### config.mk
export PLATFORM = sky130hd
export DESIGN_NAME = regFile_flat
export DESIGN_NICKNAME = d
export VERILOG_FILES = /design/src/verilog/cpuPkg.sv /design/src/verilog/pipeIf.sv /design/src/verilog/regFile.sv /design/src/flat_wrapper.sv
export SDC_FILE = /design/constraint.sdc
export NUM_CORES = 2
export LEC_CHECK = 0
export ABC_CLOCK_PERIOD_IN_PS = 1500
export BUFFER_PORTS_ARGS = -buffer_cell sky130_fd_sc_hd__buf_2
export CAP_MARGIN = 0
export CORE_MARGIN = 2
export CORE_UTILIZATION = 41
export CTS_CLUSTER_SIZE = 25
export DETAILED_ROUTE_END_ITERATION = 8
export PLACE_DENSITY = 0.55
export SETUP_SLACK_MARGIN = 0.05
export SKIP_LAST_GASP = 1
export SYNTH_ARGS = -nofsm -noshare
export SYNTH_HDL_FRONTEND = slang
export SYNTH_SLANG_ARGS = --single-unit
### constraint.sdc
create_clock -name clk -period 1.5 [get_ports clk]
set_input_delay 0.15 -clock clk [delete_from_list [all_inputs] [get_ports clk]]
set_output_delay 0.15 -clock clk [all_outputs]
set_load 0.05 [all_outputs]
### src/verilog/cpuPkg.sv
`default_nettype none

package cpuPkg;

	////////////////////////////////////////////////////////////
	// widths and sizes
	////////////////////////////////////////////////////////////
	localparam int dataWidth = 32;
	localparam int regAddrWidth = 5;
	localparam int regCount = 32;
	localparam int dataMemWords = 64;
	localparam int dataMemAddrWidth = 6;

	// instruction field positions, fixed by the ISA
	localparam int opLsb = 26;
	localparam int rsLsb = 21;
	localparam int rtLsb = 16;
	localparam int rdLsb = 11;
	localparam int immWidth = 16;
	localparam int jumpIdxWidth = 26;
	localparam int functWidth = 6;

	////////////////////////////////////////////////////////////
	// encodings
	////////////////////////////////////////////////////////////
	typedef enum logic [5:0] {
		opRtype = 6'b000000,
		opJ     = 6'b000010,
		opBeq   = 6'b000100,
		opAddi  = 6'b001000,
		opLw    = 6'b100011,
		opSw    = 6'b101011
	} opcodeT;

	typedef enum logic [5:0] {
		fnAdd = 6'b100000,
		fnSub = 6'b100010,
		fnAnd = 6'b100100,
		fnOr  = 6'b100101,
		fnSlt = 6'b101010
	} functT;

	// same codes as the classic ALU control table
	typedef enum logic [3:0] {
		aluAnd = 4'b0000,
		aluOr  = 4'b0001,
		aluAdd = 4'b0010,
		aluSub = 4'b0110,
		aluSlt = 4'b0111
	} aluOpT;

endpackage

`default_nettype wire

### src/verilog/pipeIf.sv
`timescale 1ns/10ps
`default_nettype none


// MEM and WB stage results for bypassing
interface forwardIf;
	logic memRegWrite;
	logic [cpuPkg::regAddrWidth-1:0] memRd;
	logic [cpuPkg::dataWidth-1:0] memResult;
	logic wbRegWrite;
	logic [cpuPkg::regAddrWidth-1:0] wbRd;
	logic [cpuPkg::dataWidth-1:0] wbData;

	modport memory (output memRegWrite, memRd, memResult, wbRegWrite, wbRd, wbData);
	modport execute (input memRegWrite, memRd, memResult, wbRegWrite, wbRd, wbData);
	modport regfile (input wbRegWrite, wbRd, wbData);
endinterface

`default_nettype wire

### src/verilog/regFile.sv
`timescale 1ns/10ps
`default_nettype none

module regFile (
	input logic clk,
	input logic reset,
	input logic [cpuPkg::regAddrWidth-1:0] rsAddr,
	input logic [cpuPkg::regAddrWidth-1:0] rtAddr,
	output logic [cpuPkg::dataWidth-1:0] rsData,
	output logic [cpuPkg::dataWidth-1:0] rtData,
	forwardIf.regfile fwd
);

	logic [cpuPkg::dataWidth-1:0] regs [cpuPkg::regCount];

	always_ff @(posedge clk or negedge reset) begin
		if (!reset) begin
			for (int i = 0; i < cpuPkg::regCount; i++)
				regs[i] <= '0;
		end else if (fwd.wbRegWrite) begin
			regs[fwd.wbRd] <= fwd.wbData;
		end
	end

	// write-through, so ID sees the value WB writes this cycle
	assign rsData = (fwd.wbRegWrite && (fwd.wbRd == rsAddr)) ? fwd.wbData : regs[rsAddr];
	assign rtData = (fwd.wbRegWrite && (fwd.wbRd == rtAddr)) ? fwd.wbData : regs[rtAddr];

endmodule

`default_nettype wire

### src/flat_wrapper.sv
// flat-port wrapper written by rule: the top's interface ports become plain ports
module regFile_flat 
  (clk, reset, rsAddr, rtAddr, rsData, rtData, fwd_wbRegWrite, fwd_wbRd, fwd_wbData);
  forwardIf fwd_i ();
  input logic clk;
  input logic reset;
  input logic [cpuPkg::regAddrWidth-1:0] rsAddr;
  input logic [cpuPkg::regAddrWidth-1:0] rtAddr;
  output logic [cpuPkg::dataWidth-1:0] rsData;
  output logic [cpuPkg::dataWidth-1:0] rtData;
  input wire logic [$bits(fwd_i.wbRegWrite)-1:0] fwd_wbRegWrite;
  input wire logic [$bits(fwd_i.wbRd)-1:0] fwd_wbRd;
  input wire logic [$bits(fwd_i.wbData)-1:0] fwd_wbData;
  assign fwd_i.wbRegWrite = fwd_wbRegWrite;
  assign fwd_i.wbRd = fwd_wbRd;
  assign fwd_i.wbData = fwd_wbData;
  regFile u_core (.clk(clk), .reset(reset), .rsAddr(rsAddr), .rtAddr(rtAddr), .rsData(rsData), .rtData(rtData), .fwd(fwd_i));
endmodule
==> qor.csv <==
stage;metric;value;unit
hold_path;worst min path class;in2reg;
grt;Remaining Overflow, GRT;0;
worst_setup_path;r2r setup slk;0.34;ns
worst_setup_path;critical path depth;7;
power_and_ir_drop;Lkg Pwr;35.8;nW
clock_tree;clk slew on worst S/H paths;0.06;ns
hold_path;Hold Crit Start;fwd_wbData[28];
power_and_ir_drop;Final Power;93.3;mW
sta;FMAX;0.383;GHz
cells_and_area;layout cells sized above 1;40.5;%
grt;gr usage total;29.8;%
sta;final setup margin;-1.11;ns
clock_tree;htree depth;3;
detailed_routing;Avg Vias per Cell;6.01;
sta;Max Slew Vio Count;0;
grt;first-pass GRT wire length;312;mm
place;hpwl dp;139;mm
synth;Mapped Cells;4474;
sta;skew final;0;ns
detailed_routing;post-route ant nets;0;
worst_setup_path;r2r startpoint;u_core.regs[121]$_DFFE_PN0P_;
power_and_ir_drop;power density of the placed cells;1240;nW/µm²
grt;largest net degree at the start of global routing;94;
floorplanning;starting density of the core;41.3;%
worst_setup_path;Buf+Inv Stages, Crit Path;2;
floorplanning;Die ar.;141000;µm²
detailed_routing;WL/cell;29.7;µm
floorplanning;Die Y-Extent;376;µm
clock_tree;CTS Sinks;1024;
grt;vias in the first global route;44300;
place;routability cong.;0.852;
synth;post-synthesis instance area;56700;µm²
synth;dominant synthesized flop cell;dfrtp_1;
clock_tree;Max clock buf depth;3;
synth;Synth async-reset ratio;100;%
cells_and_area;most common cell after layout, fill and taps aside;dfrtp_1;
cells_and_area;Top Registers;u_core.regs: 1024 flops;
worst_setup_path;reg2reg end;u_core.regs[121]$_DFFE_PN0P_;
outcome;failing checks;setup timing;
sta;final hold violation count;0;
sta;worst-margin pin slew;0.766;ns
sta;final number of setup-violating endpoints;64;
worst_setup_path;type of destination of the critical path;output port;
hold_path;hold worst-path end;u_core.regs[508]$_DFFE_PN0P_;
synth;syn nets;4524;
cells_and_area;max FFs per register;1024;
clock_tree;CTS root buffer;clkbuf_16;
worst_setup_path;critical path type;reg2out;
synth;warnings from Yosys;0;
worst_setup_path;Critical Path RT;1.35;ns
place;number of buffers added on ports;113;
place;Post-DP Area;68600;µm²
detailed_routing;via count;42900;
worst_setup_path;r2r worst-path depth;4;
sta;setup TNS;-63.05;ns
cells_and_area;commonest non-fill, non-tap cells in the layout;dfrtp_1 (1024), mux2i_1 (1004), buf_4 (709), mux2_1 (464), mux2_2 (430);
cells_and_area;Finished Core Util;54.8;%
floorplanning;Core Area;137000;µm²
worst_setup_path;crit path max fanout;3;
detailed_routing;First DRT Iteration DRCs;3424;
detailed_routing;# DRC;0;
cells_and_area;Final Non-Filler Cells;7140;
place;dpl cells;6856;
cells_and_area;Synth-to-Final Area Change;32.8;%
worst_setup_path;Startpoint Class;register;
synth;number of synthesized register bits;1024;
sta;min cycle time layout;2.61;ns
detailed_routing;Total Routed Length;212;mm
detailed_routing;DR pass1 iterations;6;
floorplanning;Rows;136;
synth;Yosys cell types;35;
power_and_ir_drop;Peak VDD IR;1.22;mV
clock_tree;CTS tree;built;
synth;post-synthesis average cell area;12.7;µm²
flow_run;# Max-Cap Violations;0;
worst_setup_path;worst path cell trace;mux2i_1 -> a22o_1 -> a221oi_2 -> o22ai_2 -> o41ai_4 -> buf_4 -> buf_12;
worst_setup_path;Critical Path AT;2.46;ns
floorplanning;Ports;114;
clock_tree;TritonCTS Buffers;117;
hold_path;Hold Path Cell Cnt;3;
grt;initial antenna violation count;5;
cells_and_area;Finished Cell Area;75300;µm²
worst_setup_path;Critical Path Max Stage Delay;0.39;ns
sta;Fin Hold WS;0.0582;ns
sta;RSZ-0062 raised after global routing;true;
worst_setup_path;critical path's slowest cell;dfrtp_1;
floorplanning;die width;376;µm
worst_setup_path;Worst path top cell family by delay;compound AO/OA/AOI/OAI gates;
synth;Seq/Total Area, Yosys;45.2;%
cells_and_area;largest register by flop count;u_core.regs;
synth;EDFF count, synth;0;
place;Place WS;-1.08;ns
outcome;outcome;finished, violations left;
sta;fin crit share;174;%
sta;Slew headroom;48.8;%
cells_and_area;fin nets;5290;
clock_tree;clock latency on the worst-skew pair;0.74;ns
==> layout make-up <==
type	count	area, µm²
repair buffers	1106	11800
clock inverters	70	1120
diodes	2	5.00
well taps	1794	2240
flip-flops and latches	1024	25600
multi-input cells	2991	31200
fillers	11500	62100
clock buffers	153	3230
==> cell usage after synthesis (2+ instances only) <==
library cell	number	area (µm²)
dfrtp_1	1024	25600
mux2i_1	1024	10200
mux2_1	582	6550
mux2_2	474	5340
a22oi_1	384	2880
a21oi_1	192	961
clkbuf_1	189	709
buf_2	131	656
a221oi_1	64	561
a22o_1	64	561
buf_4	64	480
nand2_1	51	191
nor4_1	34	213
o22ai_1	32	200
o41ai_2	32	521
buf_6	30	338
buf_1	28	105
nor2_1	16	60.1
clkbuf_4	11	82.6
xor2_1	8	70.1
buf_8	6	90.1
nand2b_1	4	25.0
nand3b_1	4	30.0
nor2b_1	4	25.0
nand3_1	3	15.0
nor2_2	3	18.8
or2_2	3	18.8
and2_1	2	12.5
and3_1	2	12.5
nor3b_1	2	15.0
nor3b_2	2	25.0
xnor2_1	2	17.5
==> power by group <==
part	leakage [nW]	switching [mW]	internal, mW
Sequential	13.1	3.93	33.1
Clock	2.12	12.8	19.9
Combinational	20.6	10.7	12.9
Total	35.8	27.5	65.9
==> kinds of logic (layout without fill, tap and decap cells) <==
family / count (synthesis) / count (layout) / synth area share [%]
flip-flops: 1024 / 1024 / 45.2
buffers and inverters: 459 / 1329 / 4.34
XOR/XNOR: 10 / 10 / 0.155
AO/OA/AOI/OAI: 768 / 768 / 10.0
AND/OR/NAND/NOR: 133 / 133 / 1.21
multiplexers: 2080 / 2080 / 39.1
other: 0 / 2 / 0
==> timing repair <==
item	CTS	global route
hold endpoints to repair	1333	0
gates resized for setup	269	96
setup endpoints to repair	64	64
pin swaps	153	96
setup buffers	27	17
hold buffers	32	0
==> worst register-to-register path, cell delays in order (launching register included) <==
cell,delay (ns)
dfrtp_1,0.41
buf_4,0.14
buf_4,0.12
buf_4,0.12
mux2_4,0.26
==> layer usage <==
| layer | routed length (µm) | global-route usage (%) | share of wire (%) | vias up |
|---|---|---|---|---|
| li1 | - | - | - | 18500 |
| met1 | 97400 | 42.5 | 46 | 22700 |
| met2 | 97200 | 47.0 | 46 | 1321 |
| met3 | 11200 | 3.75 | 5.3 | 326 |
| met4 | 6570 | 9.26 | 3.1 | 2 |
| met5 | 12 | 0 | 0.0057 | - |
==> worst max-delay path by stage <==
stage | from | to | slack (ns)
after detailed placement | rtAddr[2] | rtData[22] | -1.08
after global placement | rtAddr[2] | rtData[22] | -1.11
after global routing | u_core.regs[374]$_DFFE_PN0P_ | rtData[22] | -1.21
after CTS | u_core.regs[630]$_DFFE_PN0P_ | rtData[22] | -1.26
final | u_core.regs[83]$_DFFE_PN0P_ | rsData[19] | -1.11
after floorplan | rsAddr[0] | rsData[10] | -0.58
Power figures use the tool's default switching activity.
