==> config.mk <==
export PLATFORM = sky130hd
export DESIGN_NAME = executeUnit_flat
export DESIGN_NICKNAME = d
export VERILOG_FILES = /design/src/verilog/cpuPkg.sv /design/src/verilog/pipeIf.sv /design/src/verilog/executeUnit.sv /design/src/flat_wrapper.sv
export SDC_FILE = /design/constraint.sdc
export NUM_CORES = 1
export LEC_CHECK = 0
export BUFFER_PORTS_ARGS = -buffer_cell sky130_fd_sc_hd__buf_2
export CORE_ASPECT_RATIO = 1.5
export CORE_UTILIZATION = 52
export CTS_CLUSTER_DIAMETER = 150
export DETAILED_ROUTE_END_ITERATION = 10
export PLACE_DENSITY = 0.83
export SYNTH_ARGS = -nofsm -noshare
export SYNTH_HDL_FRONTEND = slang
export SYNTH_SLANG_ARGS = --single-unit
==> constraint.sdc <==
create_clock -name clk -period 8.8 [get_ports clk]
set_input_delay 1.32 -clock clk [delete_from_list [all_inputs] [get_ports clk]]
set_output_delay 1.32 -clock clk [all_outputs]
set_load 0.01 [all_outputs]
==> src/verilog/cpuPkg.sv <==
`default_nettype none

package cpuPkg;

	////////////////////////////////////////////////////////////
	// widths and sizes
	////////////////////////////////////////////////////////////
	localparam int dataWidth = 32;
	localparam int regAddrWidth = 5;
	localparam int regCount = 32;
	localparam int dataMemWords = 64;
	localparam int dataMemAddrWidth = 6;

	// instruction field positions, fixed by the ISA
	localparam int opLsb = 26;
	localparam int rsLsb = 21;
	localparam int rtLsb = 16;
	localparam int rdLsb = 11;
	localparam int immWidth = 16;
	localparam int jumpIdxWidth = 26;
	localparam int functWidth = 6;

	////////////////////////////////////////////////////////////
	// encodings
	////////////////////////////////////////////////////////////
	typedef enum logic [5:0] {
		opRtype = 6'b000000,
		opJ     = 6'b000010,
		opBeq   = 6'b000100,
		opAddi  = 6'b001000,
		opLw    = 6'b100011,
		opSw    = 6'b101011
	} opcodeT;

	typedef enum logic [5:0] {
		fnAdd = 6'b100000,
		fnSub = 6'b100010,
		fnAnd = 6'b100100,
		fnOr  = 6'b100101,
		fnSlt = 6'b101010
	} functT;

	// same codes as the classic ALU control table
	typedef enum logic [3:0] {
		aluAnd = 4'b0000,
		aluOr  = 4'b0001,
		aluAdd = 4'b0010,
		aluSub = 4'b0110,
		aluSlt = 4'b0111
	} aluOpT;

endpackage

`default_nettype wire

==> src/verilog/pipeIf.sv <==
`timescale 1ns/10ps
`default_nettype none

// control transfers and stall, seen by the fetch stage
interface redirectIf;
	logic jump;
	logic [cpuPkg::dataWidth-1:0] jumpTarget;
	logic stall;
	logic branchTaken;
	logic [cpuPkg::dataWidth-1:0] branchTarget;

	modport fetch (input jump, jumpTarget, stall, branchTaken, branchTarget);
	modport decode (output jump, jumpTarget, stall, input branchTaken);
	modport execute (output branchTaken, branchTarget);
endinterface

// MEM and WB stage results for bypassing
interface forwardIf;
	logic memRegWrite;
	logic [cpuPkg::regAddrWidth-1:0] memRd;
	logic [cpuPkg::dataWidth-1:0] memResult;
	logic wbRegWrite;
	logic [cpuPkg::regAddrWidth-1:0] wbRd;
	logic [cpuPkg::dataWidth-1:0] wbData;

	modport memory (output memRegWrite, memRd, memResult, wbRegWrite, wbRd, wbData);
	modport execute (input memRegWrite, memRd, memResult, wbRegWrite, wbRd, wbData);
	modport regfile (input wbRegWrite, wbRd, wbData);
endinterface

`default_nettype wire

==> src/verilog/executeUnit.sv <==
`timescale 1ns/10ps
`default_nettype none

module executeUnit (
	input logic clk,
	input logic reset,
	input logic exRegWrite,
	input logic exMemToReg,
	input logic exMemRead,
	input logic exMemWrite,
	input logic exBranch,
	input logic exAluSrc,
	input cpuPkg::functT exFunct,
	input cpuPkg::opcodeT exOpcode,
	input logic [cpuPkg::regAddrWidth-1:0] exRs,
	input logic [cpuPkg::regAddrWidth-1:0] exRt,
	input logic [cpuPkg::regAddrWidth-1:0] exRd,
	input logic [cpuPkg::dataWidth-1:0] exRsData,
	input logic [cpuPkg::dataWidth-1:0] exRtData,
	input logic [cpuPkg::dataWidth-1:0] exImm,
	input logic [cpuPkg::dataWidth-1:0] exPcPlus4,
	redirectIf.execute redirect,
	forwardIf.execute fwd,
	output logic memMemRead,
	output logic memMemWrite,
	output logic memMemToReg,
	output logic [cpuPkg::dataWidth-1:0] memStoreData,
	output logic memRegWriteIn,
	output logic [cpuPkg::regAddrWidth-1:0] memRdIn,
	output logic [cpuPkg::dataWidth-1:0] memResultIn
);

	cpuPkg::aluOpT aluOp;
	logic [cpuPkg::dataWidth-1:0] opA, fwdB, opB;
	logic [cpuPkg::dataWidth-1:0] aluResult;
	logic aluZero;

	// ALU control
	always_comb begin
		aluOp = cpuPkg::aluAdd;
		case (exOpcode)
			cpuPkg::opRtype: begin
				case (exFunct)
					cpuPkg::fnSub: aluOp = cpuPkg::aluSub;
					cpuPkg::fnAnd: aluOp = cpuPkg::aluAnd;
					cpuPkg::fnOr: aluOp = cpuPkg::aluOr;
					cpuPkg::fnSlt: aluOp = cpuPkg::aluSlt;
					default: aluOp = cpuPkg::aluAdd;
				endcase
			end
			cpuPkg::opBeq: aluOp = cpuPkg::aluSub;
			default: aluOp = cpuPkg::aluAdd;
		endcase
	end

	////////////////////////////////////////////////////////////
	// operand forwarding, the younger MEM result wins
	////////////////////////////////////////////////////////////
	always_comb begin
		if (fwd.memRegWrite && (fwd.memRd == exRs))
			opA = fwd.memResult;
		else if (fwd.wbRegWrite && (fwd.wbRd == exRs))
			opA = fwd.wbData;
		else
			opA = exRsData;

		if (fwd.memRegWrite && (fwd.memRd == exRt))
			fwdB = fwd.memResult;
		else if (fwd.wbRegWrite && (fwd.wbRd == exRt))
			fwdB = fwd.wbData;
		else
			fwdB = exRtData;
	end

	assign opB = exAluSrc ? exImm : fwdB;

	always_comb begin
		case (aluOp)
			cpuPkg::aluAnd: aluResult = opA & opB;
			cpuPkg::aluOr: aluResult = opA | opB;
			cpuPkg::aluAdd: aluResult = opA + opB;
			cpuPkg::aluSub: aluResult = opA - opB;
			cpuPkg::aluSlt: aluResult = {31'd0, $signed(opA) < $signed(opB)};
			default: aluResult = opA;
		endcase
	end

	// beq decided here on forwarded operands
	assign aluZero = (aluResult == '0);
	assign redirect.branchTaken = exBranch && aluZero;
	assign redirect.branchTarget = exPcPlus4 + {exImm[cpuPkg::dataWidth-3:0], 2'b00};

	////////////////////////////////////////////////////////////
	// EX/MEM register
	////////////////////////////////////////////////////////////
	always_ff @(posedge clk or negedge reset) begin
		if (!reset) begin
			memRegWriteIn <= 1'b0;
			memMemRead <= 1'b0;
			memMemWrite <= 1'b0;
			memMemToReg <= 1'b0;
		end else begin
			memRegWriteIn <= exRegWrite;
			memMemRead <= exMemRead;
			memMemWrite <= exMemWrite;
			memMemToReg <= exMemToReg;
		end
	end

	always_ff @(posedge clk) begin
		memRdIn <= exRd;
		memResultIn <= aluResult;
		memStoreData <= fwdB;
	end

	// slot behind a taken beq is a bubble from decode
	noStoreAfterTaken: assert property (@(posedge clk) disable iff (!reset)
		redirect.branchTaken |=> !exMemWrite)
		else $error("squashed instruction reached EX with a store");

endmodule

`default_nettype wire

==> src/flat_wrapper.sv <==
// flat-port wrapper written by rule: the top's interface ports become plain ports
module executeUnit_flat 
  (clk, reset, exRegWrite, exMemToReg, exMemRead, exMemWrite, exBranch, exAluSrc, exFunct, exOpcode, exRs, exRt, exRd, exRsData, exRtData, exImm, exPcPlus4, memMemRead, memMemWrite, memMemToReg, memStoreData, memRegWriteIn, memRdIn, memResultIn, redirect_branchTaken, redirect_branchTarget, fwd_memRegWrite, fwd_memRd, fwd_memResult, fwd_wbRegWrite, fwd_wbRd, fwd_wbData);
  redirectIf redirect_i ();
  forwardIf fwd_i ();
  input logic clk;
  input logic reset;
  input logic exRegWrite;
  input logic exMemToReg;
  input logic exMemRead;
  input logic exMemWrite;
  input logic exBranch;
  input logic exAluSrc;
  input cpuPkg::functT exFunct;
  input cpuPkg::opcodeT exOpcode;
  input logic [cpuPkg::regAddrWidth-1:0] exRs;
  input logic [cpuPkg::regAddrWidth-1:0] exRt;
  input logic [cpuPkg::regAddrWidth-1:0] exRd;
  input logic [cpuPkg::dataWidth-1:0] exRsData;
  input logic [cpuPkg::dataWidth-1:0] exRtData;
  input logic [cpuPkg::dataWidth-1:0] exImm;
  input logic [cpuPkg::dataWidth-1:0] exPcPlus4;
  output logic memMemRead;
  output logic memMemWrite;
  output logic memMemToReg;
  output logic [cpuPkg::dataWidth-1:0] memStoreData;
  output logic memRegWriteIn;
  output logic [cpuPkg::regAddrWidth-1:0] memRdIn;
  output logic [cpuPkg::dataWidth-1:0] memResultIn;
  output wire logic [$bits(redirect_i.branchTaken)-1:0] redirect_branchTaken;
  output wire logic [$bits(redirect_i.branchTarget)-1:0] redirect_branchTarget;
  input wire logic [$bits(fwd_i.memRegWrite)-1:0] fwd_memRegWrite;
  input wire logic [$bits(fwd_i.memRd)-1:0] fwd_memRd;
  input wire logic [$bits(fwd_i.memResult)-1:0] fwd_memResult;
  input wire logic [$bits(fwd_i.wbRegWrite)-1:0] fwd_wbRegWrite;
  input wire logic [$bits(fwd_i.wbRd)-1:0] fwd_wbRd;
  input wire logic [$bits(fwd_i.wbData)-1:0] fwd_wbData;
  assign redirect_branchTaken = redirect_i.branchTaken;
  assign redirect_branchTarget = redirect_i.branchTarget;
  assign fwd_i.memRegWrite = fwd_memRegWrite;
  assign fwd_i.memRd = fwd_memRd;
  assign fwd_i.memResult = fwd_memResult;
  assign fwd_i.wbRegWrite = fwd_wbRegWrite;
  assign fwd_i.wbRd = fwd_wbRd;
  assign fwd_i.wbData = fwd_wbData;
  executeUnit u_core (.clk(clk), .reset(reset), .exRegWrite(exRegWrite), .exMemToReg(exMemToReg), .exMemRead(exMemRead), .exMemWrite(exMemWrite), .exBranch(exBranch), .exAluSrc(exAluSrc), .exFunct(exFunct), .exOpcode(exOpcode), .exRs(exRs), .exRt(exRt), .exRd(exRd), .exRsData(exRsData), .exRtData(exRtData), .exImm(exImm), .exPcPlus4(exPcPlus4), .redirect(redirect_i), .fwd(fwd_i), .memMemRead(memMemRead), .memMemWrite(memMemWrite), .memMemToReg(memMemToReg), .memStoreData(memStoreData), .memRegWriteIn(memRegWriteIn), .memRdIn(memRdIn), .memResultIn(memResultIn));
endmodule
==> results.tsv <==
metric	value	unit
status	completed	
Post-Synth Adder-Cell Area	0.164	
TritonCTS buffer count	9	
Post-synth EDFFs	0	
Syn Area/Cell	7.52	µm²
Sequential Power Share	0.230	
first-pass GRT wire length	61500	µm
Sw Ratio	0.416	
post-synth cell types	81	
clock root buffer master	clkbuf_16	
post-synthesis mux area share	0.116	
Post-route DRC	0	
Antenna Violating Nets Remaining	0	
die width	115	µm
largest family of logic cells by synthesized area	compound AO/OA/AOI/OAI gates	
Finished Cell Area	12400	µm²
VDD IR max	0.0922	mV
global routing's busiest layer	met2	
Req. time, crit path	7.48	ns
Worst Hold Class	input pin to asynchronous set/reset pin	
initial antenna violation count	5	
P_leak	5.86	nW
final setup TNS	0	ns
Area Overhead vs Synth	24.5	%
Post-synth ARST share	0.0548	
final wirelength	41300	µm
clk buf depth	2	
final net count	2018	
gr ovfl total	0	
DP Area	11900	µm²
Switch Pwr	0.000723	W
Worst Path Max Fanout	9	
Seq cells post-synth	73	
RSZ-0062 raised after global routing	no	
Overall Global Routing Usage	0.416	
layout cells sized above 1	0.290	
Max Cap Violations	0	
relative slew slack	0.414	
Period minus WS final	8.59	ns
routed length per instance	21.6	µm
XOR/XNOR Fraction of Synth Area	0.0422	
CTS H-tree lvls	3	
Comb pwr share	0.536	
Initial Utilization	0.535	
DIE AREA	19700	µm²
largest net degree at the start of global routing	55	
gpl congestion	1.07	
Die Y	172	µm
Post-Syn Instances	1325	
worst-margin pin slew	0.870	ns
DR pass1 iterations	6	
CTS tree	done	
simple-gate share of the synthesized area	0.176	
Hold Vio Cnt, Final	0	
io pins	345	
num rows	61	
vias	11800	
ys flop type	dfxtp_1	
Initial DRC Count	872	
setup violators final	0	
met2 Use GR	0.760	
Syn Nets	1693	
Post-Syn Area	9970	µm²
vias per inst	6.15	
nature of the critical path endpoint	output port	
area of the multi-input gates	7780	µm²
Synthesis Warnings	0	
GRT met1 Usage	0.380	
vias in the first global route	11800	
fill cell count	1711	
final cycle utilization of the critical path	0.976	
hold buffers post-CTS	0	
Final Max Slew Viols	0	
Power Total	0.00174	W
fmax	116	MHz
clk slew on worst S/H paths	0.06	ns
worst hold slack	0.771	ns
Pwr Density	140	nW/µm²
register area	1480	µm²
Int Pwr	0.00102	W
hpwl dp	33100	µm
clock network fraction of design power	0.234	
Setup crit start kind	input pin	
Arrival @ worst endpoint	7.27	ns
Core Region	18600	µm²
post-synthesis sequential area ratio	0.149	
TritonCTS sink count	73	
M3 GR Usage	0.0846	
complex-gate fraction of the synthesized area	0.274	
I/O Buffers	340	
Setup CP Type	input pin to output port	
## worst max-delay path by stage
stage                      from                    to  slack (ns)  cells after the start
global route            exRt[1]  redirect_branchTaken      0.0008                     22
floorplan           fwd_wbRd[2]  redirect_branchTaken        0.55                     22
global placement    fwd_wbRd[2]  redirect_branchTaken        0.23                     23
detailed placement  fwd_wbRd[2]  redirect_branchTaken        0.10                     21
CTS                 fwd_wbRd[2]  redirect_branchTaken        0.09                     22
finish                  exRt[1]  redirect_branchTaken        0.21                     23
## cells in the mapped netlist, types with 19 or more instances
library cell    n  area, µm²
a21o_1         26        195
a21oi_1        79        395
clkbuf_1       48        180
dfxtp_1        69       1380
ha_1          126       1580
inv_1         119        447
mux2_2         33        372
mux2i_1        78        781
nand2_1       127        477
nand3_1        19       95.1
nor2_1         92        345
nor3_1         25        125
o21a_1         25        188
o21ai_0       106        531
o22ai_1        19        119
xnor2_1        29        254
xor2_1         19        166
## stage by stage
stage	setup slack (ns)	util	instances
final	0.213	0.666	1911
after global routing	0.000822	0.666	1911
after CTS	0.0909	0.659	1897
after detailed placement	0.104	0.641	1882
after global placement	0.232	0.641	1882
after floorplan	0.549	-	1325
## critical path, stage by stage
cell,delay [ns]
buf_2,0.11
xor2_1,0.19
nor4_4,0.33
buf_4,0.19
and3_2,0.26
buf_4,0.15
mux2i_1,0.19
o21ai_0,0.17
mux2_2,0.33
ha_1,0.54
nand4_1,0.19
nor2_1,0.23
a22oi_1,0.11
a21bo_2,0.28
a41oi_2,0.13
mux2i_1,0.13
or3_1,0.37
nand4bb_1,0.18
or4_1,0.51
or4_1,0.48
or4_1,0.44
nor4b_2,0.24
buf_2,0.17
## layer usage
metal	share of wire	vias to the layer above
met2	0.50	735
met3	0.078	292
met1	0.31	5330
li1	-	5405
met4	0.11	0
met5	0	-
## cell type report
cell class                 instances  area share
antenna                            5     0.00101
clock buffer                      11      0.0196
clock inverter                     4     0.00625
inverter                         119      0.0360
multi-input combinational       1061       0.627
sequential                        73       0.119
tap                              252      0.0254
timing repair buffer             386       0.165
## power groups by stage
| stage | Sequential [W] | Clock, W | Combinational, W |
|---|---|---|---|
| 2_1_floorplan | 0.000435 | 0 | 0.000534 |
| 3_5_place_dp | 0.000407 | 0 | 0.000892 |
| 3_3_place_gp | 0.000407 | 0 | 0.000882 |
| 5_1_grt | 0.000405 | 0.000425 | 0.00101 |
| 4_1_cts | 0.000400 | 0.000412 | 0.000898 |
| 6_report | 0.000400 | 0.000407 | 0.000932 |
## logic make-up (layout without fill, tap and decap cells)
kind of cell               count (synthesis)  in the layout
xor gates and xnor gates                  48             48
buffers and inverters                    194            520
and+or+nand+nor                          363            366
AOI/OAI and AO/OA                        407            407
DFF                                       73             73
muxes                                    111            111
adders and majority gates                129            129
other                                      0              5
## sequential cells by signal, summed over array words and instances, names as in the netlist
name                  count
u_core.memRegWriteIn      1
u_core.memStoreData      32
u_core.memRdIn            5
u_core.memMemRead         1
u_core.memResultIn       32
u_core.memMemToReg        1
u_core.memMemWrite        1
## timing repair
item | 4_1_cts | 5_1_grt
gates resized for setup | 0 | 13
buffers inserted | 0 | 6
endpoints found under the setup margin | 0 | 1
## placed cells by master (no fill, tap or decap), types with 9 or more instances in the layout
| cell type | Yosys | final |
|---|---|---|
| or3_1 | 11 | 11 |
| mux2_2 | 33 | 33 |
| nor3_1 | 25 | 25 |
| ha_1 | 126 | 124 |
| o211ai_1 | 18 | 18 |
| nor2_1 | 92 | 92 |
| nor2b_1 | 14 | 14 |
| o21a_1 | 25 | 25 |
| nand4_1 | 9 | 9 |
| inv_1 | 119 | 119 |
| buf_2 | 10 | 340 |
| o22ai_1 | 19 | 19 |
| clkbuf_16 | 0 | 9 |
| nand2_1 | 127 | 127 |
| a21o_1 | 26 | 26 |
| xor2_1 | 19 | 19 |
| o31ai_1 | 10 | 10 |
| nand3_1 | 19 | 19 |
| dfxtp_1 | 69 | 69 |
| xnor2_1 | 29 | 29 |
| a211oi_1 | 12 | 12 |
| o21ai_0 | 106 | 106 |
| nand2b_1 | 14 | 14 |
| o221a_2 | 10 | 10 |
| a21oi_1 | 79 | 78 |
| a221oi_1 | 14 | 14 |
| buf_4 | 5 | 45 |
| mux2i_1 | 78 | 78 |
| o21bai_1 | 15 | 15 |
No activity file was read; power rests on OpenSTA's default activity.
