--- config.mk ---
export PLATFORM = sky130hd
export DESIGN_NAME = decodeUnit_flat
export DESIGN_NICKNAME = d
export VERILOG_FILES = /design/src/verilog/cpuPkg.sv /design/src/verilog/pipeIf.sv /design/src/verilog/decodeUnit.sv /design/src/flat_wrapper.sv
export SDC_FILE = /design/constraint.sdc
export NUM_CORES = 1
export LEC_CHECK = 0
export BUFFER_PORTS_ARGS = -buffer_cell sky130_fd_sc_hd__buf_2
export CORE_MARGIN = 10
export CORE_UTILIZATION = 25
export DETAILED_ROUTE_END_ITERATION = 12
export GPL_TIMING_DRIVEN = 0
export SYNTH_ARGS = -nofsm -noshare
export SYNTH_HDL_FRONTEND = slang
export SYNTH_SLANG_ARGS = --single-unit
--- constraint.sdc ---
create_clock -name clk -period 1.6 [get_ports clk]
set_input_delay 0.08 -clock clk [delete_from_list [all_inputs] [get_ports clk]]
set_output_delay 0.08 -clock clk [all_outputs]
set_load 0.05 [all_outputs]
--- src/verilog/cpuPkg.sv ---
`default_nettype none

package cpuPkg;

	////////////////////////////////////////////////////////////
	// widths and sizes
	////////////////////////////////////////////////////////////
	localparam int dataWidth = 32;
	localparam int regAddrWidth = 5;
	localparam int regCount = 32;
	localparam int dataMemWords = 64;
	localparam int dataMemAddrWidth = 6;

	// instruction field positions, fixed by the ISA
	localparam int opLsb = 26;
	localparam int rsLsb = 21;
	localparam int rtLsb = 16;
	localparam int rdLsb = 11;
	localparam int immWidth = 16;
	localparam int jumpIdxWidth = 26;
	localparam int functWidth = 6;

	////////////////////////////////////////////////////////////
	// encodings
	////////////////////////////////////////////////////////////
	typedef enum logic [5:0] {
		opRtype = 6'b000000,
		opJ     = 6'b000010,
		opBeq   = 6'b000100,
		opAddi  = 6'b001000,
		opLw    = 6'b100011,
		opSw    = 6'b101011
	} opcodeT;

	typedef enum logic [5:0] {
		fnAdd = 6'b100000,
		fnSub = 6'b100010,
		fnAnd = 6'b100100,
		fnOr  = 6'b100101,
		fnSlt = 6'b101010
	} functT;

	// same codes as the classic ALU control table
	typedef enum logic [3:0] {
		aluAnd = 4'b0000,
		aluOr  = 4'b0001,
		aluAdd = 4'b0010,
		aluSub = 4'b0110,
		aluSlt = 4'b0111
	} aluOpT;

endpackage

`default_nettype wire

--- src/verilog/pipeIf.sv ---
`timescale 1ns/10ps
`default_nettype none

// control transfers and stall, seen by the fetch stage
interface redirectIf;
	logic jump;
	logic [cpuPkg::dataWidth-1:0] jumpTarget;
	logic stall;
	logic branchTaken;
	logic [cpuPkg::dataWidth-1:0] branchTarget;

	modport fetch (input jump, jumpTarget, stall, branchTaken, branchTarget);
	modport decode (output jump, jumpTarget, stall, input branchTaken);
	modport execute (output branchTaken, branchTarget);
endinterface


`default_nettype wire

--- src/verilog/decodeUnit.sv ---
`timescale 1ns/10ps
`default_nettype none

module decodeUnit (
	input logic clk,
	input logic reset,
	input logic [cpuPkg::dataWidth-1:0] idInstr,
	input logic [cpuPkg::dataWidth-1:0] idPcPlus4,
	redirectIf.decode redirect,
	output logic [cpuPkg::regAddrWidth-1:0] rsAddr,
	output logic [cpuPkg::regAddrWidth-1:0] rtAddr,
	input logic [cpuPkg::dataWidth-1:0] rsData,
	input logic [cpuPkg::dataWidth-1:0] rtData,
	output logic exRegWrite,
	output logic exMemToReg,
	output logic exMemRead,
	output logic exMemWrite,
	output logic exBranch,
	output logic exAluSrc,
	output cpuPkg::functT exFunct,
	output cpuPkg::opcodeT exOpcode,
	output logic [cpuPkg::regAddrWidth-1:0] exRs,
	output logic [cpuPkg::regAddrWidth-1:0] exRt,
	output logic [cpuPkg::regAddrWidth-1:0] exRd,
	output logic [cpuPkg::dataWidth-1:0] exRsData,
	output logic [cpuPkg::dataWidth-1:0] exRtData,
	output logic [cpuPkg::dataWidth-1:0] exImm,
	output logic [cpuPkg::dataWidth-1:0] exPcPlus4
);

	cpuPkg::opcodeT opcode;
	logic [cpuPkg::regAddrWidth-1:0] rdAddr;
	logic [cpuPkg::regAddrWidth-1:0] dest;
	logic [cpuPkg::dataWidth-1:0] imm;
	logic regWrite, memToReg, memRead, memWrite, branch, aluSrc, regDst;

	assign opcode = cpuPkg::opcodeT'(idInstr[cpuPkg::dataWidth-1:cpuPkg::opLsb]);
	assign rsAddr = idInstr[cpuPkg::rsLsb +: cpuPkg::regAddrWidth];
	assign rtAddr = idInstr[cpuPkg::rtLsb +: cpuPkg::regAddrWidth];
	assign rdAddr = idInstr[cpuPkg::rdLsb +: cpuPkg::regAddrWidth];

	////////////////////////////////////////////////////////////
	// control decode
	////////////////////////////////////////////////////////////
	always_comb begin
		regWrite = 1'b0;
		memToReg = 1'b0;
		memRead = 1'b0;
		memWrite = 1'b0;
		branch = 1'b0;
		aluSrc = 1'b0;
		regDst = 1'b0;
		case (opcode)
			cpuPkg::opRtype: begin
				regWrite = 1'b1;
				regDst = 1'b1;
			end
			cpuPkg::opAddi: begin
				regWrite = 1'b1;
				aluSrc = 1'b1;
			end
			cpuPkg::opLw: begin
				regWrite = 1'b1;
				memToReg = 1'b1;
				memRead = 1'b1;
				aluSrc = 1'b1;
			end
			cpuPkg::opSw: begin
				memWrite = 1'b1;
				aluSrc = 1'b1;
			end
			cpuPkg::opBeq: branch = 1'b1;
			default: ;
		endcase
	end

	assign dest = regDst ? rdAddr : rtAddr;
	assign imm = {{(cpuPkg::dataWidth - cpuPkg::immWidth){idInstr[cpuPkg::immWidth-1]}},
		idInstr[cpuPkg::immWidth-1:0]};

	// j resolves here, one fetched slot is lost
	assign redirect.jump = (opcode == cpuPkg::opJ);
	assign redirect.jumpTarget = {idPcPlus4[31:28], idInstr[cpuPkg::jumpIdxWidth-1:0], 2'b00};

	// load-use hazard, j has no source registers
	assign redirect.stall = exMemRead && (opcode != cpuPkg::opJ)
		&& ((exRt == rsAddr) || (exRt == rtAddr));

	////////////////////////////////////////////////////////////
	// ID/EX register
	////////////////////////////////////////////////////////////
	always_ff @(posedge clk or negedge reset) begin
		if (!reset) begin
			exRegWrite <= 1'b0;
			exMemToReg <= 1'b0;
			exMemRead <= 1'b0;
			exMemWrite <= 1'b0;
			exBranch <= 1'b0;
		end else if (redirect.stall || redirect.branchTaken) begin
			exRegWrite <= 1'b0;
			exMemToReg <= 1'b0;
			exMemRead <= 1'b0;
			exMemWrite <= 1'b0;
			exBranch <= 1'b0;
		end else begin
			// $0 is never a real destination
			exRegWrite <= regWrite && (dest != '0);
			exMemToReg <= memToReg;
			exMemRead <= memRead;
			exMemWrite <= memWrite;
			exBranch <= branch;
		end
	end

	always_ff @(posedge clk) begin
		exAluSrc <= aluSrc;
		exFunct <= cpuPkg::functT'(idInstr[cpuPkg::functWidth-1:0]);
		exOpcode <= opcode;
		exRs <= rsAddr;
		exRt <= rtAddr;
		exRd <= dest;
		exRsData <= rsData;
		exRtData <= rtData;
		exImm <= imm;
		exPcPlus4 <= idPcPlus4;
	end

endmodule

`default_nettype wire

--- src/flat_wrapper.sv ---
// flat-port wrapper written by rule: the top's interface ports become plain ports
module decodeUnit_flat 
  (clk, reset, idInstr, idPcPlus4, rsAddr, rtAddr, rsData, rtData, exRegWrite, exMemToReg, exMemRead, exMemWrite, exBranch, exAluSrc, exFunct, exOpcode, exRs, exRt, exRd, exRsData, exRtData, exImm, exPcPlus4, redirect_jump, redirect_jumpTarget, redirect_stall, redirect_branchTaken);
  redirectIf redirect_i ();
  input logic clk;
  input logic reset;
  input logic [cpuPkg::dataWidth-1:0] idInstr;
  input logic [cpuPkg::dataWidth-1:0] idPcPlus4;
  output logic [cpuPkg::regAddrWidth-1:0] rsAddr;
  output logic [cpuPkg::regAddrWidth-1:0] rtAddr;
  input logic [cpuPkg::dataWidth-1:0] rsData;
  input logic [cpuPkg::dataWidth-1:0] rtData;
  output logic exRegWrite;
  output logic exMemToReg;
  output logic exMemRead;
  output logic exMemWrite;
  output logic exBranch;
  output logic exAluSrc;
  output cpuPkg::functT exFunct;
  output cpuPkg::opcodeT exOpcode;
  output logic [cpuPkg::regAddrWidth-1:0] exRs;
  output logic [cpuPkg::regAddrWidth-1:0] exRt;
  output logic [cpuPkg::regAddrWidth-1:0] exRd;
  output logic [cpuPkg::dataWidth-1:0] exRsData;
  output logic [cpuPkg::dataWidth-1:0] exRtData;
  output logic [cpuPkg::dataWidth-1:0] exImm;
  output logic [cpuPkg::dataWidth-1:0] exPcPlus4;
  output wire logic [$bits(redirect_i.jump)-1:0] redirect_jump;
  output wire logic [$bits(redirect_i.jumpTarget)-1:0] redirect_jumpTarget;
  output wire logic [$bits(redirect_i.stall)-1:0] redirect_stall;
  input wire logic [$bits(redirect_i.branchTaken)-1:0] redirect_branchTaken;
  assign redirect_jump = redirect_i.jump;
  assign redirect_jumpTarget = redirect_i.jumpTarget;
  assign redirect_stall = redirect_i.stall;
  assign redirect_i.branchTaken = redirect_branchTaken;
  decodeUnit u_core (.clk(clk), .reset(reset), .idInstr(idInstr), .idPcPlus4(idPcPlus4), .redirect(redirect_i), .rsAddr(rsAddr), .rtAddr(rtAddr), .rsData(rsData), .rtData(rtData), .exRegWrite(exRegWrite), .exMemToReg(exMemToReg), .exMemRead(exMemRead), .exMemWrite(exMemWrite), .exBranch(exBranch), .exAluSrc(exAluSrc), .exFunct(exFunct), .exOpcode(exOpcode), .exRs(exRs), .exRt(exRt), .exRd(exRd), .exRsData(exRsData), .exRtData(exRtData), .exImm(exImm), .exPcPlus4(exPcPlus4));
endmodule
==> flow_summary_export.csv, run 1 <==
group,metric,value,unit
synthesis,synth_area_per_cell,14.8,sq um
finish,final_cell_mix,"buf_2 (331), dlygate4sd3_1 (132), dfxtp_1 (128)",
placement,post-dp-hpwl,11.2,mm
global_route,antenna_found_initial,0,
clock_tree,clk_latency,410,ps
sta,period_share,1.11,
global_route,grt_max_degree,18,
clock_tree,numClockSinks,138,
floorplanning,die_h,141,um
clock_tree,path_clk_slew,60,ps
power,power_density,1270,mW/mm^2
critical_path,crit_fanout,3,
synthesis,seq_area_frac_synth,0.763,
synthesis,async_flop_share,0.0290,
detailed_routing,drt_iter0_drc,85,
finish,fill_cells,1191,
synthesis,ys_warn_count,0,
floorplanning,start_util,0.253,
sta,maxSlewViolCount,0,
sta,layout_min_cycle_time,1780,ps
clock_tree,cts_made_buffers,17,
global_route,track_usage,0.155,
finish,syn_to_final_growth,106,%
detailed_routing,drc_errors,0,
critical_path,start_kind,"flip-flop",
sta,skew,1.42,ps
detailed_routing,via_count,3540,
detailed_routing,dr.pass1.iters,4,
placement,dpl_cell_area,0.00556,sq mm
synthesis,synth-main-ff-cell,"dfxtp_1",
finish,stdcell_area,0.00752,sq mm
power,leakage,0.00378,uW
floorplanning,num_rows,44,
status,violations,"hold timing, setup timing",
status,status,"finished, violations left",
finish,final_nets,863,
placement,portBuffers,333,
global_route,grt_pass1_wl,23.8,mm
synthesis,synth_area,0.00365,sq mm
clock_tree,cts.htree.levels,4,
power,p_total,9560,uW
floorplanning,io_pins,336,
global_route,grt_overflow,0,
finish,antennaDiodeCount,0,
synthesis,yosysUniqueCellTypes,27,
sta,fmax,0.563,GHz
finish,layout_commonest_cell,"buf_2",
finish,layout-drive-gt1-share,0.607,
critical_path,worstPathRequired,1520,ps
clock_tree,hold_buffers,132,
hold_path,hp-class,"input pin to flip-flop",
sta,finalSetupViolCount,1,
floorplanning,core,0.0144,sq mm
floorplanning,die_w,141,um
detailed_routing,viasPerCell,3.81,
detailed_routing,finalWirelength,16.1,mm
power,ir_drop,1.07,mV
detailed_routing,ant_nets,0,
flow_run,drv_cap,0,
critical_path,critPathArrivalTime,1700,ps
synthesis,syn_inst,246,
sta,holdWs,-172,ps
global_route,grt_pass1_vias,4095,
clock_tree,cts_buffer_depth,2,
critical_path,end_kind,"primary output",
clock_tree,cts_root_buf,"clkbuf_16",
clock_tree,tritoncts,"done",
synthesis,synth_edf_count,0,
synthesis,synth_seq_cells,138,
sta,worst_slack,-177,ps
floorplanning,dieArea,0.0198,sq mm
sta,rsz0062_at_grt,"yes",
sta,hold_violations,1,
critical_path,worstSetupPathType,"flip-flop to primary output",
placement,place.gp.congestion,0.752,
detailed_routing,wire_per_inst,17.3,um
[synth_stat cells (3+ instances only)]
cell	count	area, sq um
buf_4	65	488
xor2_1	6	52.6
mux2_2	3	33.8
dfrtp_1	4	100
dfxtp_1	134	2680
xnor2_1	4	35.0
[repair_timing]
item / CTS / global route
buffers inserted: 1 / 0
endpoints found under the hold margin: 142 / 1
setup endpoints to repair: 17 / 2
resized for setup: 4 / 2
pin swaps: 2 / 0
[kinds of logic after synthesis]
kind of cell    Yosys count  synth area share
flops                   138             0.763
buf+inv                  67             0.136
simple gates             20            0.0484
xor+xnor                 10            0.0240
compound gates            5            0.0120
mux                       5            0.0154
other cells               1           0.00103
[sequential cells by signal (all words and copies together), names as in the netlist]
signal	cells
u_core.exRd	5
u_core.exRt	5
u_core.exRs	5
u_core.exFunct	5
u_core.exRegWrite	1
u_core.exImm	11
u_core.exOpcode	6
u_core.exAluSrc	1
u_core.exRsData	32
u_core.exMemWrite	1
u_core.exMemToReg	1
u_core.exPcPlus4	32
u_core.exBranch	1
u_core.exRtData	32
[layout make-up]
type | count | area (sq um) | area share
inverter | 2 | 7.51 | 0.000999
sequential | 138 | 2800 | 0.373
buffer | 65 | 488 | 0.0649
timing repair buffer | 466 | 3000 | 0.400
clock buffer | 19 | 453 | 0.0603
tap | 184 | 230 | 0.0306
clock inverter | 13 | 158 | 0.0210
multi-input combinational | 42 | 377 | 0.0501
[layer usage]
layer,wire length [um],up-vias,GRT usage
li1,-,1694,-
met1,5490,1653,0.145
met2,8820,177,0.286
met3,1510,16,0.0729
met4,275,0,0.0614
met5,0,-,0
[worst paths after layout]
kind,from,endpoint,slack (ps),depth (start not counted)
hold / removal,idInstr[21],u_core.exRs[0],-170,1
hold reg to reg,u_core.exMemToReg,u_core.exBranch,940,4
max in group asynchronous,reset,u_core.exMemToReg,870,3
min in group asynchronous,reset,u_core.exBranch,560,3
setup reg to reg,u_core.exRt[0],u_core.exMemWrite,150,6
setup / recovery,u_core.exRt[0],redirect_stall,-180,5
[stage by stage]
step                      hold WS [ps]  utilization  TNS (ps)  cells  setup WS, ps
final                             -172        0.521      -177    929          -177
after global routing              -186        0.521      -283    929          -283
after CTS                         -198        0.521      -238    929          -238
after detailed placement          -108        0.386     -91.0    764         -91.0
after global placement            -114        0.386     -70.5    764         -70.5
after floorplan                   -216            -      -641    247          -170
[power breakdown]
| group | leakage (uW) | total, uW | internal (uW) | switching (uW) |
|---|---|---|---|---|
| clock | 0.000291 | 4010 | 2420 | 1580 |
| combinational | 0.00230 | 1880 | 618 | 1260 |
| sequential | 0.00119 | 3680 | 3620 | 61.3 |
[worst max-delay path, cell delays in order (launching register included)]
cell and delay, ps:
dfxtp_4 350, xor2_1 140, nor3_2 190, nand3_1 150, a211oi_4 260, buf_6 190
Power figures use the tool's default switching activity.
==> run 2, diff against run 1 <==
- MAX_ROUTING_LAYER: not set -> met4
==> flow_summary_export.csv, run 2 (synthesis results as in run 1) <==
group,metric,value,unit
detailed_routing,wire_per_inst,17.3,um
floorplanning,dieArea,0.0198,sq mm
sta,finalSetupViolCount,1,
finish,layout_commonest_cell,"buf_2",
detailed_routing,dr.pass1.iters,4,
critical_path,cp_slowest_cell,"dfxtp_4",
placement,place.gp.congestion,0.762,
flow_run,drv_cap,0,
sta,period_share,1.11,
critical_path,critPathArrivalTime,1700,ps
sta,hold_violations,1,
sta,worst_slack,-183,ps
finish,fin_util,0.521,
placement,post-dp-hpwl,11.2,mm
critical_path,timing.rr.start,"u_core.exRt[0]",
sta,maxSlewViolCount,0,
critical_path,cp_slowest_stage_delay,350,ps
detailed_routing,via_count,3537,
floorplanning,start_util,0.253,
critical_path,cp_cell_sequence,"xor2_1 > nor3_2 > nand3_1 > a211oi_4 > buf_6",
finish,antennaDiodeCount,0,
finish,reg_top3,"u_core.exPcPlus4 (32), u_core.exRsData (32), u_core.exRtData (32)",
sta,rsz0062_at_grt,"yes",
finish,fill_cells,1191,
critical_path,worstSetupPathType,"flip-flop to primary output",
status,status,"finished, violations left",
critical_path,reg2reg_to,"u_core.exMemWrite",
clock_tree,cts.htree.levels,4,
hold_path,hp-class,"input pin to flip-flop",
clock_tree,cts_made_buffers,17,
clock_tree,path_clk_slew,60,ps
critical_path,r2r_slack,150,ps
clock_tree,clk_latency,410,ps
global_route,track_usage,0.160,
global_route,grt_overflow,0,
finish,layout-drive-gt1-share,0.607,
global_route,grt_pass1_wl,23.6,mm
sta,layout_min_cycle_time,1780,ps
clock_tree,tritoncts,"done",
detailed_routing,ant_nets,0,
clock_tree,hold_buffers,132,
sta,skew,2.13,ps
clock_tree,cts_root_buf,"clkbuf_16",
finish,final_cell_mix,"buf_2 (331), dlygate4sd3_1 (132), dfxtp_1 (128)",
global_route,antenna_found_initial,0,
finish,final_nets,863,
status,violations,"hold timing, setup timing",
floorplanning,die_w,141,um
global_route,grt_max_degree,18,
finish,syn_to_final_growth,106,%
critical_path,crit_start,"u_core.exRt[0]",
power,ir_drop,1.07,mV
floorplanning,io_pins,336,
clock_tree,cts_buffer_depth,2,
floorplanning,core,0.0144,sq mm
clock_tree,numClockSinks,138,
detailed_routing,drt_iter0_drc,103,
critical_path,end_kind,"primary output",
sta,holdWs,-178,ps
power,power_density,1270,mW/mm^2
global_route,grt_pass1_vias,4122,
detailed_routing,finalWirelength,16.1,mm
sta,fmax,0.561,GHz
detailed_routing,viasPerCell,3.81,
power,leakage,0.00378,uW
detailed_routing,drc_errors,0,
critical_path,reg2regPathDepth,6,
floorplanning,num_rows,44,
critical_path,crit_fanout,3,
placement,place_ws,-91.0,ps
critical_path,crit_path_end,"redirect_stall",
critical_path,worstPathRequired,1520,ps
floorplanning,die_h,141,um
critical_path,start_kind,"flip-flop",
placement,portBuffers,333,
run 2: cell counts in the layout (fill, tap and decap cells not counted):
Identical to the previous run, type by type.
run 2: how the worst min path moves through the flow:
stage	startpoint	to	slack (ps)	depth (start not counted)
floorplan	reset	u_core.exBranch	-220	0
global placement	reset	u_core.exRegWrite	-110	1
detailed placement	reset	u_core.exRegWrite	-110	1
CTS	idInstr[21]	u_core.exRs[0]	-200	1
global route	idInstr[21]	u_core.exRs[0]	-190	1
finish	idInstr[21]	u_core.exRs[0]	-180	1
run 2: cell type report:
| class | count | area [sq um] | share of cell area |
|---|---|---|---|
| inverter | 2 | 7.51 | 0.000999 |
| buffer | 65 | 488 | 0.0649 |
| timing repair buffer | 466 | 3000 | 0.400 |
| clock buffer | 19 | 453 | 0.0603 |
| multi-input combinational | 42 | 377 | 0.0501 |
| clock inverter | 13 | 158 | 0.0210 |
| tap | 184 | 230 | 0.0306 |
| sequential | 138 | 2800 | 0.373 |
run 2: where the power goes:
group	internal (uW)	switching (uW)
Clock	2420	1590
Combinational	618	1260
Sequential	3620	61.8
run 2: worst max-delay path, delay by kind of cell, from the launching register on:
family                    cells  cell delay (ps)
xor gates and xnor gates      1              140
DFF                           1              350
buffers and inverters         1              190
AOI/OAI and AO/OA             1              260
and+or+nand+nor               2              350
run 2: metrics by stage:
stage | cell area, sq um | setup TNS [ps] | std cells | total power, uW | hold slack, ps
after floorplan | 3670 | -641 | 247 | 4870 | -216
after global placement | 5560 | -70.5 | 764 | 5350 | -114
after detailed placement | 5560 | -91.0 | 764 | 5370 | -108
after CTS | 7510 | -238 | 929 | 9660 | -198
after global routing | 7520 | -283 | 929 | 9870 | -186
final | 7520 | -183 | 929 | 9570 | -178
run 2: routing by layer:
layer,wire (um),vias up,global-route usage
met5,0,-,-
met4,295,0,0.0598
met3,1280,18,0.0605
met2,8780,178,0.286
met1,5740,1649,0.153
li1,-,1692,-
run 2: what timing repair did:
action	CTS	global route
endpoints found under the hold margin	142	1
gates resized for setup	4	2
setup buffers	1	0
pin swaps	2	0
setup endpoints to repair	17	2
==> run 3, diff against run 2 <==
- CORE_ASPECT_RATIO: not set -> 2
- SKIP_CTS_REPAIR_TIMING: not set -> 1
==> flow_summary_export.csv, run 3 (synthesis results as in run 1) <==
group,metric,value,unit
sta,maxSlewViolCount,0,
detailed_routing,wire_per_inst,17.5,um
critical_path,crit_fanout,3,
detailed_routing,dr.pass1.iters,4,
detailed_routing,drt_iter0_drc,47,
detailed_routing,via_count,3621,
critical_path,cp_slowest_cell,"dfxtp_4",
power,ir_drop,0.792,mV
sta,period_share,1.14,
sta,rsz0062_at_grt,"yes",
floorplanning,die_w,105,um
floorplanning,die_h,191,um
clock_tree,clk_latency,410,ps
finish,layout-drive-gt1-share,0.612,
global_route,grt_pass1_vias,3262,
status,violations,"hold timing, setup timing",
global_route,grt_pass1_wl,18.8,mm
power,power_density,1280,mW/mm^2
critical_path,cp_slowest_stage_delay,350,ps
detailed_routing,viasPerCell,3.86,
critical_path,worstPathRequired,1520,ps
flow_run,drv_cap,0,
floorplanning,io_pins,336,
finish,fin_util,0.525,
power,leakage,0.00379,uW
critical_path,cp_cell_sequence,"xor2_1 > nor3_2 > nand3_2 > a211oi_4 > buf_6",
finish,final_cell_mix,"buf_2 (332), dlygate4sd3_1 (129), dfxtp_1 (128)",
placement,portBuffers,333,
global_route,grt_max_degree,18,
critical_path,start_kind,"flip-flop",
critical_path,critPathArrivalTime,1740,ps
detailed_routing,drc_errors,0,
clock_tree,cts_buffer_depth,2,
clock_tree,cts_made_buffers,17,
detailed_routing,finalWirelength,16.4,mm
clock_tree,cts.htree.levels,4,
clock_tree,tritoncts,"done",
critical_path,worstSetupPathType,"flip-flop to primary output",
clock_tree,cts_root_buf,"clkbuf_16",
finish,fill_cells,1185,
hold_path,hp-class,"input pin to flip-flop",
detailed_routing,ant_nets,0,
placement,post-dp-hpwl,11.6,mm
placement,dp_cells,772,
critical_path,end_kind,"primary output",
floorplanning,dieArea,0.0201,sq mm
finish,final_nets,861,
sta,holdWs,-155,ps
global_route,antenna_found_initial,1,
status,status,"finished, violations left",
sta,finalSetupViolCount,1,
placement,place.gp.congestion,0.835,
floorplanning,start_util,0.254,
finish,syn_to_final_growth,107,%
finish,reg_top3,"u_core.exPcPlus4 (32), u_core.exRsData (32), u_core.exRtData (32)",
clock_tree,path_clk_slew,60,ps
sta,worst_slack,-220,ps
clock_tree,numClockSinks,138,
floorplanning,core,0.0144,sq mm
finish,final_cells,937,
sta,fmax,0.550,GHz
floorplanning,num_rows,62,
sta,hold_violations,4,
sta,layout_min_cycle_time,1820,ps
sta,skew,3.70,ps
global_route,grt_overflow,0,
finish,layout_commonest_cell,"buf_2",
global_route,track_usage,0.128,
-- run 3: critical path, delay by kind of cell (launching register included) --
family	cells	cell delay, ps
AO/OA/AOI/OAI	1	310
XOR/XNOR	1	150
buffers and inverters	1	210
AND/OR/NAND/NOR	2	320
flip-flops	1	350
-- run 3: power by group --
part / internal [uW] / switching, uW
combinational: 614 / 1270
clock: 2530 / 1550
sequential: 3620 / 59.2
-- run 3: final timing paths --
check                      cells past startpoint           endpoint              start  slack, ps
max                                            5     redirect_stall     u_core.exRt[0]       -220
min                                            1     u_core.exRs[4]        idInstr[25]       -150
max reg2reg                                    6  u_core.exMemToReg     u_core.exRt[0]        150
min reg2reg                                    4    u_core.exBranch  u_core.exMemToReg        940
max in group asynchronous                      2  u_core.exRegWrite              reset       1470
min in group asynchronous                      2  u_core.exMemToReg              reset         20
-- run 3: layout make-up --
class	count	area, sq um	area share
Clock inverter	14	184	0.0244
Buffer	65	488	0.0648
Timing Repair Buffer	464	2980	0.396
Sequential cell	138	2800	0.372
Inverter	2	7.51	0.000997
Antenna cell	2	5.00	0.000664
Tap cell	192	240	0.0319
Multi-Input combinational cell	42	389	0.0517
Clock buffer	18	439	0.0583
-- run 3: through the flow --
stage	total power (uW)	hold slack, ps	TNS (ps)	setup WS (ps)	area (sq um)
after floorplan	4870	-216	-641	-170	3670
after global placement	5350	-113	-125	-125	5570
after detailed placement	5360	-113	-136	-136	5570
after CTS	9470	-564	-601	-600	6200
after global routing	9950	-161	-329	-329	7530
final	9640	-155	-220	-220	7530
-- run 3: per-layer routing --
metal  share of wire  vias up  GRT usage
li1                -     1689          -
met2            0.55      216      0.225
met4           0.032        0     0.0589
met3           0.077       45     0.0501
met1            0.34     1671      0.120
met5               0        -          -
